==> src/common/ldpc_enc_pkg.sv <==
// encoder sizes, parity shift table, sink bank states, word rotate function
`default_nettype none

package ldpc_enc_pkg;

  // ----------------------------------------------------------
  // block geometry
  // ----------------------------------------------------------

  // info words per block
  localparam int INFO_NUM = 4;

  // parity lanes the table can feed
  localparam int PAR_MAX = 4;

  // longest codeword, sizes the sink bank address
  localparam int WORD_NUM_MAX = INFO_NUM + PAR_MAX;

  // widest word the rotate function handles
  localparam int WORD_W_MAX = 32;

  // ----------------------------------------------------------
  // base shift table
  // ----------------------------------------------------------

  // row j = parity word j, column i = info word i
  // -1 means info word i is not part of parity j
  localparam int shift_tab [PAR_MAX][INFO_NUM] = '{
    '{ 0,  1,  3, -1},
    '{ 2, -1,  0,  5},
    '{-1,  4,  7,  1},
    '{ 6,  2, -1,  3}
  };

  // ----------------------------------------------------------
  // sink bank states
  // ----------------------------------------------------------

  typedef enum logic [1:0] {
    bank_empty = 2'd0,
    bank_full  = 2'd1,
    bank_send  = 2'd2
  } bank_state_e;

  // rotate left over the low width bits, shift taken mod width
  // callers drop negative table entries before calling
  function automatic logic [WORD_W_MAX-1:0] rot_word(input logic [WORD_W_MAX-1:0] w,
                                                     input int sh,
                                                     input int width);
    logic [WORD_W_MAX-1:0] r;
    int                    s;
    r = '0;
    s = sh % width;
    // bit k lands on bit k+s, wrapping at width
    for (int k = 0; k < WORD_W_MAX; k++) begin
      if (k < width) begin
        r[(k + s) % width] = w[k];
      end
    end
    return r;
  endfunction

endpackage

`default_nettype wire

==> src/enc/ldpc_parity_lane.sv <==
// parity lane that xors the rotated info words of one table row
`timescale 1ns/10ps
`default_nettype none

module ldpc_parity_lane
  import ldpc_enc_pkg::*;
#(
  parameter int data_w = 8,
  parameter int row    = 0
) (
  input  wire                          iclk,
  input  wire                          rst_n,
  // broadcast from the source
  input  wire                          acc_en,
  input  wire                          acc_first,
  input  wire [$clog2(INFO_NUM)-1:0]   acc_idx,
  input  wire [data_w-1:0]             acc_data,
  // running parity of this row
  output logic [data_w-1:0]            par_word
);

  // table entry for the word on the bus
  int                    shift;
  logic [WORD_W_MAX-1:0] rot_full;
  logic [data_w-1:0]     contrib;

  // ----------------------------------------------------------
  // table lookup and rotate
  // ----------------------------------------------------------

  always_comb begin
    shift    = shift_tab[row][acc_idx];
    rot_full = rot_word(WORD_W_MAX'(acc_data), (shift < 0) ? 0 : shift, data_w);
    // -1 entry contributes nothing
    if (shift < 0) begin
      contrib = '0;
    end else begin
      contrib = rot_full[data_w-1:0];
    end
  end

  // ----------------------------------------------------------
  // accumulator
  // ----------------------------------------------------------

  // final right after the eop edge and held until the next first word
  always_ff @(posedge iclk or negedge rst_n) begin
    if (!rst_n) begin
      par_word <= '0;
    end else if (acc_en) begin
      if (acc_first) begin
        // first word loads so nothing of the old block is left
        par_word <= contrib;
      end else begin
        par_word <= par_word ^ contrib;
      end
    end
  end

endmodule

`default_nettype wire

==> src/enc/ldpc_enc_source.sv <==
// input handshake, word index, framing check, lane and sink feed
`timescale 1ns/10ps
`default_nettype none

module ldpc_enc_source
  import ldpc_enc_pkg::*;
#(
  parameter int data_w = 8,
  parameter int tag_w  = 4
) (
  input  wire                          iclk,
  input  wire                          rst_n,
  // input stream
  input  wire                          in_valid,
  output logic                         in_ready,
  input  wire                          in_sop,
  input  wire                          in_eop,
  input  wire [data_w-1:0]             in_data,
  input  wire [tag_w-1:0]              in_tag,
  output logic                         src_err,
  // broadcast to parity lanes
  output logic                         acc_en,
  output logic                         acc_first,
  output logic [$clog2(INFO_NUM)-1:0]  acc_idx,
  output logic [data_w-1:0]            acc_data,
  // systematic words to sink
  output logic                         wr_en,
  output logic [$clog2(INFO_NUM)-1:0]  wr_idx,
  output logic [data_w-1:0]            wr_data,
  output logic [tag_w-1:0]             wr_tag,
  output logic                         commit,
  input  wire                          bank_free
);

  localparam int idx_w = $clog2(INFO_NUM);

  // block in progress, next expected index
  logic             active;
  logic [idx_w-1:0] cnt;
  // index of the word on the bus right now
  logic [idx_w-1:0] cur_idx;
  // tag captured with sop
  logic [tag_w-1:0] tag_r;
  logic             accept;
  logic             in_block;
  logic             is_last;

  // ----------------------------------------------------------
  // handshake and index
  // ----------------------------------------------------------

  // only accept while the sink has a free bank to load
  assign in_ready = bank_free;
  assign accept   = in_valid & in_ready;

  // sop always restarts at index 0
  assign in_block = in_sop | active;
  assign cur_idx  = in_sop ? '0 : cnt;
  assign is_last  = (cur_idx == idx_w'(INFO_NUM - 1));

  // words outside a block are taken and ignored
  assign acc_en    = accept & in_block;
  assign acc_first = acc_en & (cur_idx == '0);
  assign acc_idx   = cur_idx;
  assign acc_data  = in_data;

  // same word, same cycle, into the loading bank
  assign wr_en   = acc_en;
  assign wr_idx  = cur_idx;
  assign wr_data = in_data;
  assign wr_tag  = in_sop ? in_tag : tag_r;

  // ----------------------------------------------------------
  // framing check
  // ----------------------------------------------------------

  always_ff @(posedge iclk or negedge rst_n) begin
    if (!rst_n) begin
      active  <= 1'b0;
      cnt     <= '0;
      src_err <= 1'b0;
      commit  <= 1'b0;
    end else begin
      // both are single cycle pulses
      src_err <= 1'b0;
      commit  <= 1'b0;
      if (acc_en) begin
        if (in_eop && is_last) begin
          // good block goes to the sink
          commit <= 1'b1;
          active <= 1'b0;
          cnt    <= '0;
        end else if (in_eop || is_last) begin
          // early or missing eop drops the block
          src_err <= 1'b1;
          active  <= 1'b0;
          cnt     <= '0;
        end else begin
          active <= 1'b1;
          cnt    <= cur_idx + 1'b1;
        end
      end
    end
  end

  // tag of the current block
  always_ff @(posedge iclk) begin
    if (acc_en && in_sop) begin
      tag_r <= in_tag;
    end
  end

endmodule

`default_nettype wire

==> src/enc/ldpc_enc_sink.sv <==
// two codeword banks, bank states, output stream serializer
`timescale 1ns/10ps
`default_nettype none

module ldpc_enc_sink
  import ldpc_enc_pkg::*;
#(
  parameter int data_w  = 8,
  parameter int tag_w   = 4,
  parameter int par_num = 2
) (
  input  wire                          iclk,
  input  wire                          rst_n,
  // systematic words from the source
  input  wire                          wr_en,
  input  wire [$clog2(INFO_NUM)-1:0]   wr_idx,
  input  wire [data_w-1:0]             wr_data,
  input  wire [tag_w-1:0]              wr_tag,
  input  wire                          commit,
  // lane p sits at bits p*data_w
  input  wire [par_num*data_w-1:0]     par_bus,
  output logic                         bank_free,
  // output stream
  output logic                         out_valid,
  input  wire                          out_ready,
  output logic                         out_sop,
  output logic                         out_eop,
  output logic [data_w-1:0]            out_data,
  output logic [tag_w-1:0]             out_tag
);

  // codeword length and bank address width
  localparam int cw_num = INFO_NUM + par_num;
  localparam int aw     = $clog2(WORD_NUM_MAX);

  // ----------------------------------------------------------
  // storage and state
  // ----------------------------------------------------------

  logic [data_w-1:0] mem     [2][WORD_NUM_MAX];
  logic [tag_w-1:0]  tag_mem [2];
  bank_state_e       bank_st [2];

  // bank being loaded, bank to send next
  logic              ld_ptr;
  logic              sd_ptr;
  // write target is already the next bank in the commit cycle
  logic              ld_bank;
  logic [aw-1:0]     rd_cnt;
  logic [aw-1:0]     rd_addr;
  logic              sending;
  logic              start;
  logic              out_fire;
  logic              load_word;

  // a new block may start while the old one commits
  assign ld_bank   = ld_ptr ^ commit;
  assign bank_free = (bank_st[ld_bank] == bank_empty);

  // one bank on the output at a time
  assign sending   = (bank_st[0] == bank_send) | (bank_st[1] == bank_send);
  assign start     = (bank_st[sd_ptr] == bank_full) & ~sending;
  assign out_fire  = out_valid & out_ready;

  // next word into the output register
  assign load_word = start | (out_fire & ~out_eop);
  assign rd_addr   = start ? '0 : rd_cnt;

  // ----------------------------------------------------------
  // bank write
  // ----------------------------------------------------------

  always_ff @(posedge iclk) begin
    if (wr_en) begin
      mem[ld_bank][aw'(wr_idx)] <= wr_data;
      tag_mem[ld_bank]          <= wr_tag;
    end
    // parity goes behind the info words at commit
    if (commit) begin
      for (int p = 0; p < par_num; p++) begin
        mem[ld_ptr][aw'(INFO_NUM + p)] <= par_bus[p*data_w +: data_w];
      end
    end
  end

  // ----------------------------------------------------------
  // bank states and pointers
  // ----------------------------------------------------------

  always_ff @(posedge iclk or negedge rst_n) begin
    if (!rst_n) begin
      bank_st[0] <= bank_empty;
      bank_st[1] <= bank_empty;
      ld_ptr     <= 1'b0;
      sd_ptr     <= 1'b0;
    end else begin
      // loaded bank turns full and the load pointer moves on
      if (commit) begin
        bank_st[ld_ptr] <= bank_full;
        ld_ptr          <= ~ld_ptr;
      end
      if (start) begin
        bank_st[sd_ptr] <= bank_send;
      end
      // bank is free again once its last word is gone
      if (out_fire && out_eop) begin
        bank_st[sd_ptr] <= bank_empty;
        sd_ptr          <= ~sd_ptr;
      end
    end
  end

  // ----------------------------------------------------------
  // output serializer
  // ----------------------------------------------------------

  // markers hold while out_ready is low
  always_ff @(posedge iclk or negedge rst_n) begin
    if (!rst_n) begin
      out_valid <= 1'b0;
      out_sop   <= 1'b0;
      out_eop   <= 1'b0;
      rd_cnt    <= '0;
    end else if (start) begin
      out_valid <= 1'b1;
      out_sop   <= 1'b1;
      out_eop   <= 1'b0;
      rd_cnt    <= aw'(1);
    end else if (out_fire) begin
      out_sop <= 1'b0;
      if (out_eop) begin
        out_valid <= 1'b0;
        out_eop   <= 1'b0;
      end else begin
        out_eop <= (rd_cnt == aw'(cw_num - 1));
        rd_cnt  <= rd_cnt + 1'b1;
      end
    end
  end

  // data and tag follow the same load
  always_ff @(posedge iclk) begin
    if (load_word) begin
      out_data <= mem[sd_ptr][rd_addr];
      out_tag  <= tag_mem[sd_ptr];
    end
  end

endmodule

`default_nettype wire

==> src/ldpc_enc_top.sv <==
// encoder top level with the source, the parity lane array and the sink
`timescale 1ns/10ps
`default_nettype none

module ldpc_enc_top
  import ldpc_enc_pkg::*;
#(
  parameter int data_w  = 8,
  parameter int tag_w   = 4,
  parameter int par_num = 2
) (
  input  wire                iclk,
  input  wire                rst_n,
  // input stream
  input  wire                in_valid,
  output logic               in_ready,
  input  wire                in_sop,
  input  wire                in_eop,
  input  wire [data_w-1:0]   in_data,
  input  wire [tag_w-1:0]    in_tag,
  output logic               src_err,
  // output stream
  output logic               out_valid,
  input  wire                out_ready,
  output logic               out_sop,
  output logic               out_eop,
  output logic [data_w-1:0]  out_data,
  output logic [tag_w-1:0]   out_tag
);

  // ----------------------------------------------------------
  // internal nets
  // ----------------------------------------------------------

  // source to lanes
  logic                         acc_en;
  logic                         acc_first;
  logic [$clog2(INFO_NUM)-1:0]  acc_idx;
  logic [data_w-1:0]            acc_data;
  // source to sink
  logic                         wr_en;
  logic [$clog2(INFO_NUM)-1:0]  wr_idx;
  logic [data_w-1:0]            wr_data;
  logic [tag_w-1:0]             wr_tag;
  logic                         commit;
  logic                         bank_free;
  // lanes to sink
  logic [par_num*data_w-1:0]    par_bus;

  ldpc_enc_source #(
    .data_w (data_w),
    .tag_w  (tag_w)
  ) u_source (
    .iclk      (iclk),
    .rst_n     (rst_n),
    .in_valid  (in_valid),
    .in_ready  (in_ready),
    .in_sop    (in_sop),
    .in_eop    (in_eop),
    .in_data   (in_data),
    .in_tag    (in_tag),
    .src_err   (src_err),
    .acc_en    (acc_en),
    .acc_first (acc_first),
    .acc_idx   (acc_idx),
    .acc_data  (acc_data),
    .wr_en     (wr_en),
    .wr_idx    (wr_idx),
    .wr_data   (wr_data),
    .wr_tag    (wr_tag),
    .commit    (commit),
    .bank_free (bank_free)
  );

  // one lane per parity word
  for (genvar g = 0; g < par_num; g++) begin : g_lane
    ldpc_parity_lane #(
      .data_w (data_w),
      .row    (g)
    ) u_lane (
      .iclk      (iclk),
      .rst_n     (rst_n),
      .acc_en    (acc_en),
      .acc_first (acc_first),
      .acc_idx   (acc_idx),
      .acc_data  (acc_data),
      .par_word  (par_bus[g*data_w +: data_w])
    );
  end

  ldpc_enc_sink #(
    .data_w  (data_w),
    .tag_w   (tag_w),
    .par_num (par_num)
  ) u_sink (
    .iclk      (iclk),
    .rst_n     (rst_n),
    .wr_en     (wr_en),
    .wr_idx    (wr_idx),
    .wr_data   (wr_data),
    .wr_tag    (wr_tag),
    .commit    (commit),
    .par_bus   (par_bus),
    .bank_free (bank_free),
    .out_valid (out_valid),
    .out_ready (out_ready),
    .out_sop   (out_sop),
    .out_eop   (out_eop),
    .out_data  (out_data),
    .out_tag   (out_tag)
  );

endmodule

`default_nettype wire

==> config.mk <==
export PLATFORM = sky130hd
export DESIGN_NAME = ldpc_enc_top
export DESIGN_NICKNAME = d
export VERILOG_FILES = /design/src/common/ldpc_enc_pkg.sv /design/src/enc/ldpc_parity_lane.sv /design/src/enc/ldpc_enc_source.sv /design/src/enc/ldpc_enc_sink.sv /design/src/ldpc_enc_top.sv
export SDC_FILE = /design/constraint.sdc
export NUM_CORES = 1
export LEC_CHECK = 0
export BUFFER_PORTS_ARGS = -buffer_cell sky130_fd_sc_hd__buf_2
export CAP_MARGIN = 15
export CORE_ASPECT_RATIO = 0.9
export CORE_MARGIN = 1.5
export CORE_UTILIZATION = 40
export DETAILED_ROUTE_END_ITERATION = 6
export GPL_TIMING_DRIVEN = 1
export SLEW_MARGIN = 20
export SYNTH_ARGS = -nofsm -noshare
export SYNTH_HDL_FRONTEND = slang
export SYNTH_SLANG_ARGS = --single-unit
==> constraint.sdc <==
create_clock -name iclk -period 4.2 [get_ports iclk]
set_input_delay 0.21 -clock iclk [delete_from_list [all_inputs] [get_ports iclk]]
set_output_delay 0.21 -clock iclk [all_outputs]
set_load 0.01 [all_outputs]
==> results of run 1 <==
## area by class of cell
type | instances | area share
flip-flops and latches | 105 | 0.630
multi-input cells | 111 | 0.230
clock buffers | 9 | 0.0462
repair buffers | 37 | 0.0401
well taps | 129 | 0.0331
clock inverters | 7 | 0.0126
inverters | 10 | 0.00771
## power by group through the flow
| stage | sequential (mW) | clock [mW] | combinational (mW) |
|---|---|---|---|
| 2_1_floorplan | 1.47 | 0 | 0.590 |
| 3_3_place_gp | 1.47 | 0 | 0.818 |
| 3_5_place_dp | 1.47 | 0 | 0.829 |
| 4_1_cts | 1.45 | 0.812 | 0.834 |
| 5_1_grt | 1.47 | 0.853 | 0.899 |
| 6_report | 1.45 | 0.796 | 0.818 |
## sequential cells by signal (all words and copies together), names as in the netlist
register	count
u_sink.bank_st	4
u_sink.ld_ptr	1
u_sink.mem	64
u_sink.out_data	8
u_sink.out_eop	1
u_sink.out_sop	1
u_sink.out_tag	4
u_sink.out_valid	1
u_sink.rd_cnt	3
u_sink.sd_ptr	1
u_sink.tag_mem	8
u_source.active	1
u_source.cnt	2
u_source.commit	1
u_source.src_err	1
u_source.tag_r	4
## routing by layer
metal | track usage | up-vias | routed length [um]
met5 | 0 | - | 0
met4 | 0.0652 | 0 | 153
met2 | 0.205 | 52 | 3230
met3 | 0.0277 | 13 | 307
li1 | - | 996 | -
met1 | 0.209 | 1071 | 3680
## worst register-to-register path, delay by kind of cell, from the launching register on
kind	cells	cell delay (ps)
multiplexers	1	240
XOR/XNOR	1	330
AND/OR/NAND/NOR	2	800
flip-flops	1	440
AO/OA/AOI/OAI	1	310
## through the flow
step	total power [mW]	area (um2)	hold slack, ps
after floorplan	2.06	4270	-85.6
after global placement	2.29	4570	161
after detailed placement	2.30	4570	175
after CTS	3.09	4870	49.3
after global routing	3.22	4870	49.7
final	3.06	4870	55.8
## cells by family after synthesis
kind of cell	count (synthesis)	synth area share
adders and majority gates	9	0.0264
muxes	26	0.117
xor gates and xnor gates	4	0.00997
and+or+nand+nor	41	0.0537
DFF	105	0.719
buffers and inverters	16	0.0179
AOI/OAI and AO/OA	31	0.0560
## layout by cell type, fill, tap and decap left out, types with 2 or more instances in the layout
master,count
a21oi_1,7
a22o_1,8
and2_1,7
and3_1,5
buf_2,34
buf_4,2
clkbuf_16,9
clkinvlp_4,2
dfrtp_1,17
edfxtp_1,88
ha_1,9
inv_1,9
inv_8,3
mux2_2,8
mux4_1,6
mux4_2,10
nand2_1,11
nand2b_1,2
nand3_1,3
nor2_1,7
o21ai_0,4
o21ai_1,4
xnor2_1,2
## worst paths after layout
path                                                 start                     endpoint  slack (ps)
worst min-delay path                             in_tag[1]  u_source.tag_r[1]$_DFFE_PP_          60
worst max register to register   u_sink.ld_ptr$_DFFE_PN0P_  u_sink.mem[0][46]$_DFFE_PP_        1740
max in group asynchronous                            rst_n    u_source.commit$_DFF_PN0_        3570
worst min register to register  u_sink.out_sop$_DFFE_PN0P_   u_sink.out_sop$_DFFE_PN0P_         480
min in group asynchronous                            rst_n   u_sink.out_sop$_DFFE_PN0P_         330
worst max-delay path             u_sink.ld_ptr$_DFFE_PN0P_  u_sink.mem[0][46]$_DFFE_PP_        1740
==> run metrics, run 1 <==
Die Y-Extent between 100 and 150 um; sequential power share 0.473; final critical-path share of the clock period 0.585; crit path DAT 2440 ps; synthesized cell area roughly 4300 um2; final core occ 0.473; area of the multi-input gates around 1100 um2; CP endpoint kind flop; Rel. slew slack 0.537; CP Max Fanout 11; pre-CTS setup slack roughly 1700 ps; core box area between 10000 and 15000 um2; TritonCTS clock tree yes; gr usage total 0.142; CP top delay family simple AND/OR/NAND/NOR gates; WP buf/inv 0; final hold viol count 0; num rows 35; Post-synth EDFFs slightly below 90; r2r worst-path depth 5; power density over the cells ~630 nW/um2; most used flip-flop cell after synthesis edfxtp_1; flip-flop and latch area about 3100 um2; CTS resizes 0; Final Non-Filler Cells roughly 410; DRT iter0 DRCs 57; full die area ~11000 um2; Top-Level Pins 35; Ant. Diodes 0; initial antenna violation count 0; most frequent cells after synthesis edfxtp_1, dfrtp_1, nand2_1, mux4_2; Cell Chain, Critical Path xor2_2, mux2_4, o211a_1, and2b_1, and2_1; Routed WL 7370 um; WHS Path Cells 1; crit-path max cell delay 470 ps; Detail Route Antenna Nets 0; setup TNS 0 ps; CTS Buf Count 9; Ys Warns 0; Net Switching ~930 uW; Critical Path Start Type flop; Clk network pwr share 0.260; CTS Hold Bufs 1; post-synth top area share 0.619; final worst slack about 1700 ps; P_leak roughly 1.8 nW; Peak VDD IR 0.365 mV; worst skew pair latency between 300 and 400 ps; Max-Cap Viols 0; switching portion of total power 0.304; Gate Count Post-Synth approximately 230; CP Depth 5; Max clock buf depth 2; status completed; # clock sinks approximately 110; fillers around 850; fin nets between 300 and 400; Least-Margin Pin Slew slightly below 700 ps; combinational share of power 0.267; internal power contribution between 2 and 2.5 mW; P&R area growth vs syn 14.2%; Pre-antenna DRT Iters 4; DR vias/cell approximately 5.2; clk_skew between 10 and 15 ps; drt drc 0; root buffer cell clkbuf_16; die span in x 112 um; slowest CP cell and2_1; async set-reset flop share out of synthesis 0.162; DP HPWL between 4000 and 5000 um; RSZ-0062 raised after global routing false; via count around 2100; fin. max-slew vios 0; Worst Path Class, Setup flop to flop; GPL Wtd Cong about 0.73; #FFs+latches synth between 100 and 150; largest cells by area after synthesis edfxtp_1, dfrtp_1, mux4_2; Seq/Total Area, Yosys 0.719; layout cells sized above 1 0.283; clock slew at reported path FFs about 70 ps; largest net degree at the start of global routing 21; Synth cell types 42; Peak Freq a little over 400 MHz; final setup vio count 0; Post-CTS Setup Repair Bufs 0; Final min period about 2500 ps; synthesized area per cell between 15 and 20 um2; first-pass GRT wire length between 10000 and 15000 um; quantity of I/O buffers inserted on ports 34; count leader, synth edfxtp_1; CP Data Required Time 4180 ps; Avg WL per Cell 18.1 um; vias in the first global route between 2000 and 2500; Synth area leader edfxtp_1; HP Class input port to flop; Initial Util 0.415; syn nets 259; post-placement cell count 391; grt ovf 0; # H-tree levels 3
Power figures use the tool's default switching activity.
==> run 2, diff against run 1 <==
==> constraint.sdc (replaced) <==
create_clock -name iclk -period 2.5 [get_ports iclk]
set_input_delay 0.125 -clock iclk [delete_from_list [all_inputs] [get_ports iclk]]
set_output_delay 0.125 -clock iclk [all_outputs]
set_load 0.01 [all_outputs]
==> run metrics, run 2 (same netlist as run 1, synthesis figures left out) <==
P_leak 1.89 nW (+4.6%); grt ovf 0 (unchanged); power density over the cells 1050 nW/um2 (+67%); via count 2140 (+0.38%); Avg WL per Cell 17.6 um (-2.4%); setup TNS 0 ps (unchanged); root buffer cell clkbuf_16; RSZ-0062 raised after global routing false; Final min period 2220 ps (-239 ps); Worst Path Class, Setup flop to flop; Ant. Diodes 0 (unchanged); CP endpoint kind flop; HP Class input port to flop; met3 usage 0.0301 (+0.00241); final setup vio count 0 (unchanged); vias in the first global route 2107 (+1.4%); CP Max Fanout 7 (-4); met1 usage 0.199 (-0.00924); Largest Register u_sink.mem; Routed WL 7460 um (+1.2%); Rel. slew slack 0.509 (-0.0284); crit path DAT 2320 ps (-120 ps); gr usage total 0.142 (about the same); commonest non-fill, non-tap cell in the layout edfxtp_1; Least-Margin Pin Slew 732 ps (+42.3 ps); Max-Cap Viols 0 (unchanged); CTS Buf Count 9 (unchanged); final hold viol count 0 (unchanged); GRT met2 Usage 0.222 (+0.0169); largest registers u_sink.mem x64, u_sink.out_data x8, u_sink.tag_mem x8; GPL Wtd Cong 0.771 (+6.2%); Peak Freq 451 MHz (+11%); num rows 35 (unchanged); fin nets 316 (+5.0%); DP HPWL 5040 um (+1.9%); Largest register FFs 64 (unchanged); drt drc 0 (unchanged); P&R area growth vs syn 17.4%; quantity of I/O buffers inserted on ports 34 (unchanged); clock slew at reported path FFs 70 ps (about the same); clk_skew 7.03 ps (-3.59 ps); worst skew pair latency 340 ps (about the same); GRT busiest layer met2; TritonCTS clock tree yes; first-pass GRT wire length 11800 um (+0.89%); core box area 10300 um2 (unchanged); fin. max-slew vios 0 (unchanged); initial antenna violation count 0 (unchanged); Pre-antenna DRT Iters 4 (unchanged); layout cells sized above 1 0.306 (+0.0230); Detail Route Antenna Nets 0 (unchanged); final critical-path share of the clock period 0.887 (+0.302); DRT iter0 DRCs 177 (+210%); Max clock buf depth 2 (unchanged); Die Y-Extent 101 um (unchanged); die span in x 112 um (unchanged); status completed; CP Data Required Time 2600 ps (-1580 ps); # H-tree levels 3 (unchanged); DR vias/cell 5.06 (-3.2%); Initial Util 0.415 (unchanged); Top-Level Pins 35 (unchanged); full die area 11300 um2 (unchanged); Post-CTS Setup Repair Bufs 0 (unchanged); most frequent cells in the layout edfxtp_1, buf_2, dfrtp_1; Peak VDD IR 0.502 mV (+38%); # clock sinks 105 (unchanged); final core occ 0.487 (+0.0134); largest net degree at the start of global routing 20 (-4.8%); Critical Path Start Type flop
[run 2: cell count changes in the layout (fill, tap and decap cells not counted), sizes merged]
cell         before  now
dlygate4sd3       1    5
clkinvlp          2    1
clkinv            2    3
buf              36   47
[run 2: final cells by class]
cell class,count,area (um2)
clock buffer,9,225
inverter,10,37.5
fill,838,5280
clock inverter,7,63.8
multi-input combinational,111,1120
tap,129,161
timing repair buffer,52,330
sequential,105,3070
[run 2: repair_timing]
action,CTS,global route
resized for setup,0,0
hold buffers,5,0
hold endpoints to repair,21,0
[run 2: metal layers]
metal	vias to the layer above	part of all wire
met4	0	0.014
met3	9	0.032
met2	40	0.47
met1	1069	0.48
met5	-	0
li1	1022	-
[run 2: final timing paths]
path,start,end,slack [ps],cells after the start
min reg2reg,u_sink.out_sop$_DFFE_PN0P_,u_sink.out_sop$_DFFE_PN0P_,480,2
min,in_data[2],u_sink.mem[0][34]$_DFFE_PP_,60,1
max reg2reg,u_sink.sd_ptr$_DFFE_PN0N_,u_sink.out_data[3]$_DFFE_PP_,280,6
max,u_sink.sd_ptr$_DFFE_PN0N_,u_sink.out_data[3]$_DFFE_PP_,280,6
min in group asynchronous,rst_n,u_sink.rd_cnt[2]$_DFFE_PN0P_,230,2
max in group asynchronous,rst_n,u_source.cnt[0]$_DFFE_PN0N_,1980,2
[run 2: power by group]
group	internal (mW)	switching, mW	total, mW
clock network	0.697	0.646	1.34
logic	0.730	0.761	1.49
registers	2.24	0.194	2.43
total	3.66	1.60	5.26
[run 2: critical path, cell delays in order (launching register included)]
cell and delay (ps):
dfrtp_1 500, nor3b_2 390, a31oi_4 80, o211ai_4 210
buf_4 210, mux4_1 330, a22o_1 250
[run 2: metrics by stage]
stage               cell area [um2]  hold WS [ps]  instances  setup WS [ps]  power (mW)
detailed placement             4670          79.1        402            295        3.98
finish                         5010          55.3        423            284        5.26
global route                   5010          68.3        423            184        5.55
floorplan                      4270          -171        232            446        3.45
CTS                            5010          52.5        423            291        5.34
global placement               4670          71.4        402            319        3.96
==> run 3, diff against run 2 <==
--- a/config.mk
+++ b/config.mk
@@ -9,9 +9,10 @@
 export CAP_MARGIN = 15
 export CORE_ASPECT_RATIO = 0.9
 export CORE_MARGIN = 1.5
-export CORE_UTILIZATION = 40
+export CORE_UTILIZATION = 60
 export DETAILED_ROUTE_END_ITERATION = 6
 export GPL_TIMING_DRIVEN = 1
+export PLACE_DENSITY = 0.8
 export SLEW_MARGIN = 20
 export SYNTH_ARGS = -nofsm -noshare
 export SYNTH_HDL_FRONTEND = slang
==> constraint.sdc (replaced) <==
create_clock -name iclk -period 2.6 [get_ports iclk]
set_input_delay 0.13 -clock iclk [delete_from_list [all_inputs] [get_ports iclk]]
set_output_delay 0.13 -clock iclk [all_outputs]
set_load 0.01 [all_outputs]
==> run metrics, run 3 (same netlist as run 1, synthesis figures left out) <==
clock slew at reported path FFs 90 ps (+20 ps); num rows 28 (-20%); grt ovf 0 (unchanged); placed inst area 4560 um2 (-2.4%); switching portion of total power 0.305 (+0.000638); clk_skew 14.4 ps (+7.37 ps); # H-tree levels 3 (unchanged); Max clock buf depth 2 (unchanged); largest registers u_sink.mem x64, u_sink.out_data x8, u_sink.tag_mem x8; crit path DAT 2280 ps (-40 ps); final critical-path share of the clock period 0.871 (-0.0160); combinational share of power 0.301 (+0.018); final setup vio count 0 (unchanged); P_leak 1.80 nW (-4.8%); CTS Buf Count 9 (unchanged); core box area 6730 um2 (-35%); worst skew pair latency 370 ps (+30 ps); Final Instance Area 4800 um2 (-4.2%); Register-to-Register Setup Slack 340 ps (+50 ps); Initial Util 0.634 (+0.220); DRT iter0 DRCs 224 (+27%); Avg WL per Cell 18.7 um (+5.9%); CTS resizes 0 (unchanged); fin nets 309 (-2.2%); status completed; root buffer cell clkbuf_8; Max-Cap Viols 0 (unchanged); full die area 7630 um2 (-32%); vias in the first global route 2185 (+3.7%); Detail Route Antenna Nets 0 (unchanged); TritonCTS clock tree yes; sequential power share 0.493 (+0.031); # clock sinks 105 (unchanged); final worst slack 336 ps (+52.9 ps); Die Y-Extent 83 um (-18%); Rel. slew slack 0.586 (+0.0769); P&R area growth vs syn 12.5%; Routed WL 7040 um (-5.6%); DP HPWL 4880 um (-3.1%); Least-Margin Pin Slew 617 ps (-115 ps); Largest Register u_sink.mem; most frequent cells in the layout edfxtp_1, buf_2, dfrtp_1; Peak Freq 442 MHz (-2.1%); Peak VDD IR 0.488 mV (-2.8%); GRT met2 Usage 0.314 (+0.0915); initial antenna violation count 0 (unchanged); CTS Hold Bufs 5 (unchanged); Final Non-Filler Cells 377 (-11%); RSZ-0062 raised after global routing false; gr usage total 0.208 (+0.0657); internal power contribution 3.25 mW (-11%); GPL Wtd Cong 0.816 (+5.8%); Largest register FFs 64 (unchanged); post-placement cell count 356 (-11%); CP endpoint kind flop; met3 usage 0.0504 (+0.0203); Post-CTS Setup Repair Bufs 0 (unchanged); CP Max Fanout 8 (+1); power density over the cells 975 nW/um2 (-7.2%); final hold viol count 0 (unchanged); largest net degree at the start of global routing 18 (-10%); GRT busiest layer met2; Net Switching 1.43 mW (-11%); drt drc 0 (unchanged); Critical Path Start Type flop; CP Data Required Time 2620 ps (+20 ps); layout cells sized above 1 0.286 (-0.0204); fin. max-slew vios 0 (unchanged); DR vias/cell 5.75 (+14%); met1 usage 0.303 (+0.103); first-pass GRT wire length 11500 um (-2.6%); Final min period 2260 ps (+47.1 ps); Clk network pwr share 0.206 (-0.049); HP Class input port to flop; setup TNS 0 ps (unchanged); via count 2166 (+1.2%); Worst Path Class, Setup flop to flop; Worst Hold Margin 38.7 ps (-16.7 ps); quantity of I/O buffers inserted on ports 34 (unchanged); Ant. Diodes 0 (unchanged); Pre-antenna DRT Iters 4 (unchanged); Top-Level Pins 35 (unchanged); pre-CTS setup slack 364 ps (+69.3 ps); die span in x 91.9 um (-18%); commonest non-fill, non-tap cell in the layout edfxtp_1
==> run 3: routing by layer <==
layer,up-vias,share of wire
met2,67,0.47
li1,1009,-
met5,-,0
met4,0,0.014
met1,1078,0.47
met3,12,0.048
==> run 3: final timing paths <==
path,start,cells past startpoint,end
hold / removal,in_data[1],1,u_sink.mem[0][49]$_DFFE_PP_
max in group asynchronous,rst_n,2,u_source.commit$_DFF_PN0_
hold reg to reg,u_source.cnt[0]$_DFFE_PN0N_,1,u_source.cnt[0]$_DFFE_PN0N_
setup reg to reg,u_sink.ld_ptr$_DFFE_PN0P_,5,u_sink.mem[0][34]$_DFFE_PP_
setup / recovery,u_sink.ld_ptr$_DFFE_PN0P_,5,u_sink.mem[0][34]$_DFFE_PP_
min in group asynchronous,rst_n,2,u_sink.out_eop$_DFFE_PN0P_
==> run 3: per-stage QoR <==
stage | util | power, mW
2_1_floorplan | - | 3.32
3_3_place_gp | 0.677 | 3.72
3_5_place_dp | 0.677 | 3.75
4_1_cts | 0.714 | 4.72
5_1_grt | 0.714 | 4.93
6_report | 0.714 | 4.68
==> run 3: layout make-up <==
class                           instances  area (um2)
Sequential cell                       105        3070
Timing Repair Buffer                   45         265
Tap cell                               90         113
Fill cell                             425        1930
Multi-Input combinational cell        111        1120
Clock buffer                            9         124
Inverter                               10        37.5
Clock inverter                          7        70.1
==> run 3: critical path: stages, from the launching register on <==
cell and delay, ps:
dfrtp_1 440, xor2_2 350, mux2_4 250, o211a_1 160, and2b_1 290, and2_1 440
==> run 3: power by group through the flow <==
stage	registers (mW)	clock network, mW	logic (mW)
6_report	2.31	0.963	1.41
5_1_grt	2.34	1.05	1.54
4_1_cts	2.31	0.982	1.43
3_5_place_dp	2.34	0	1.41
3_3_place_gp	2.33	0	1.38
2_1_floorplan	2.37	0	0.953
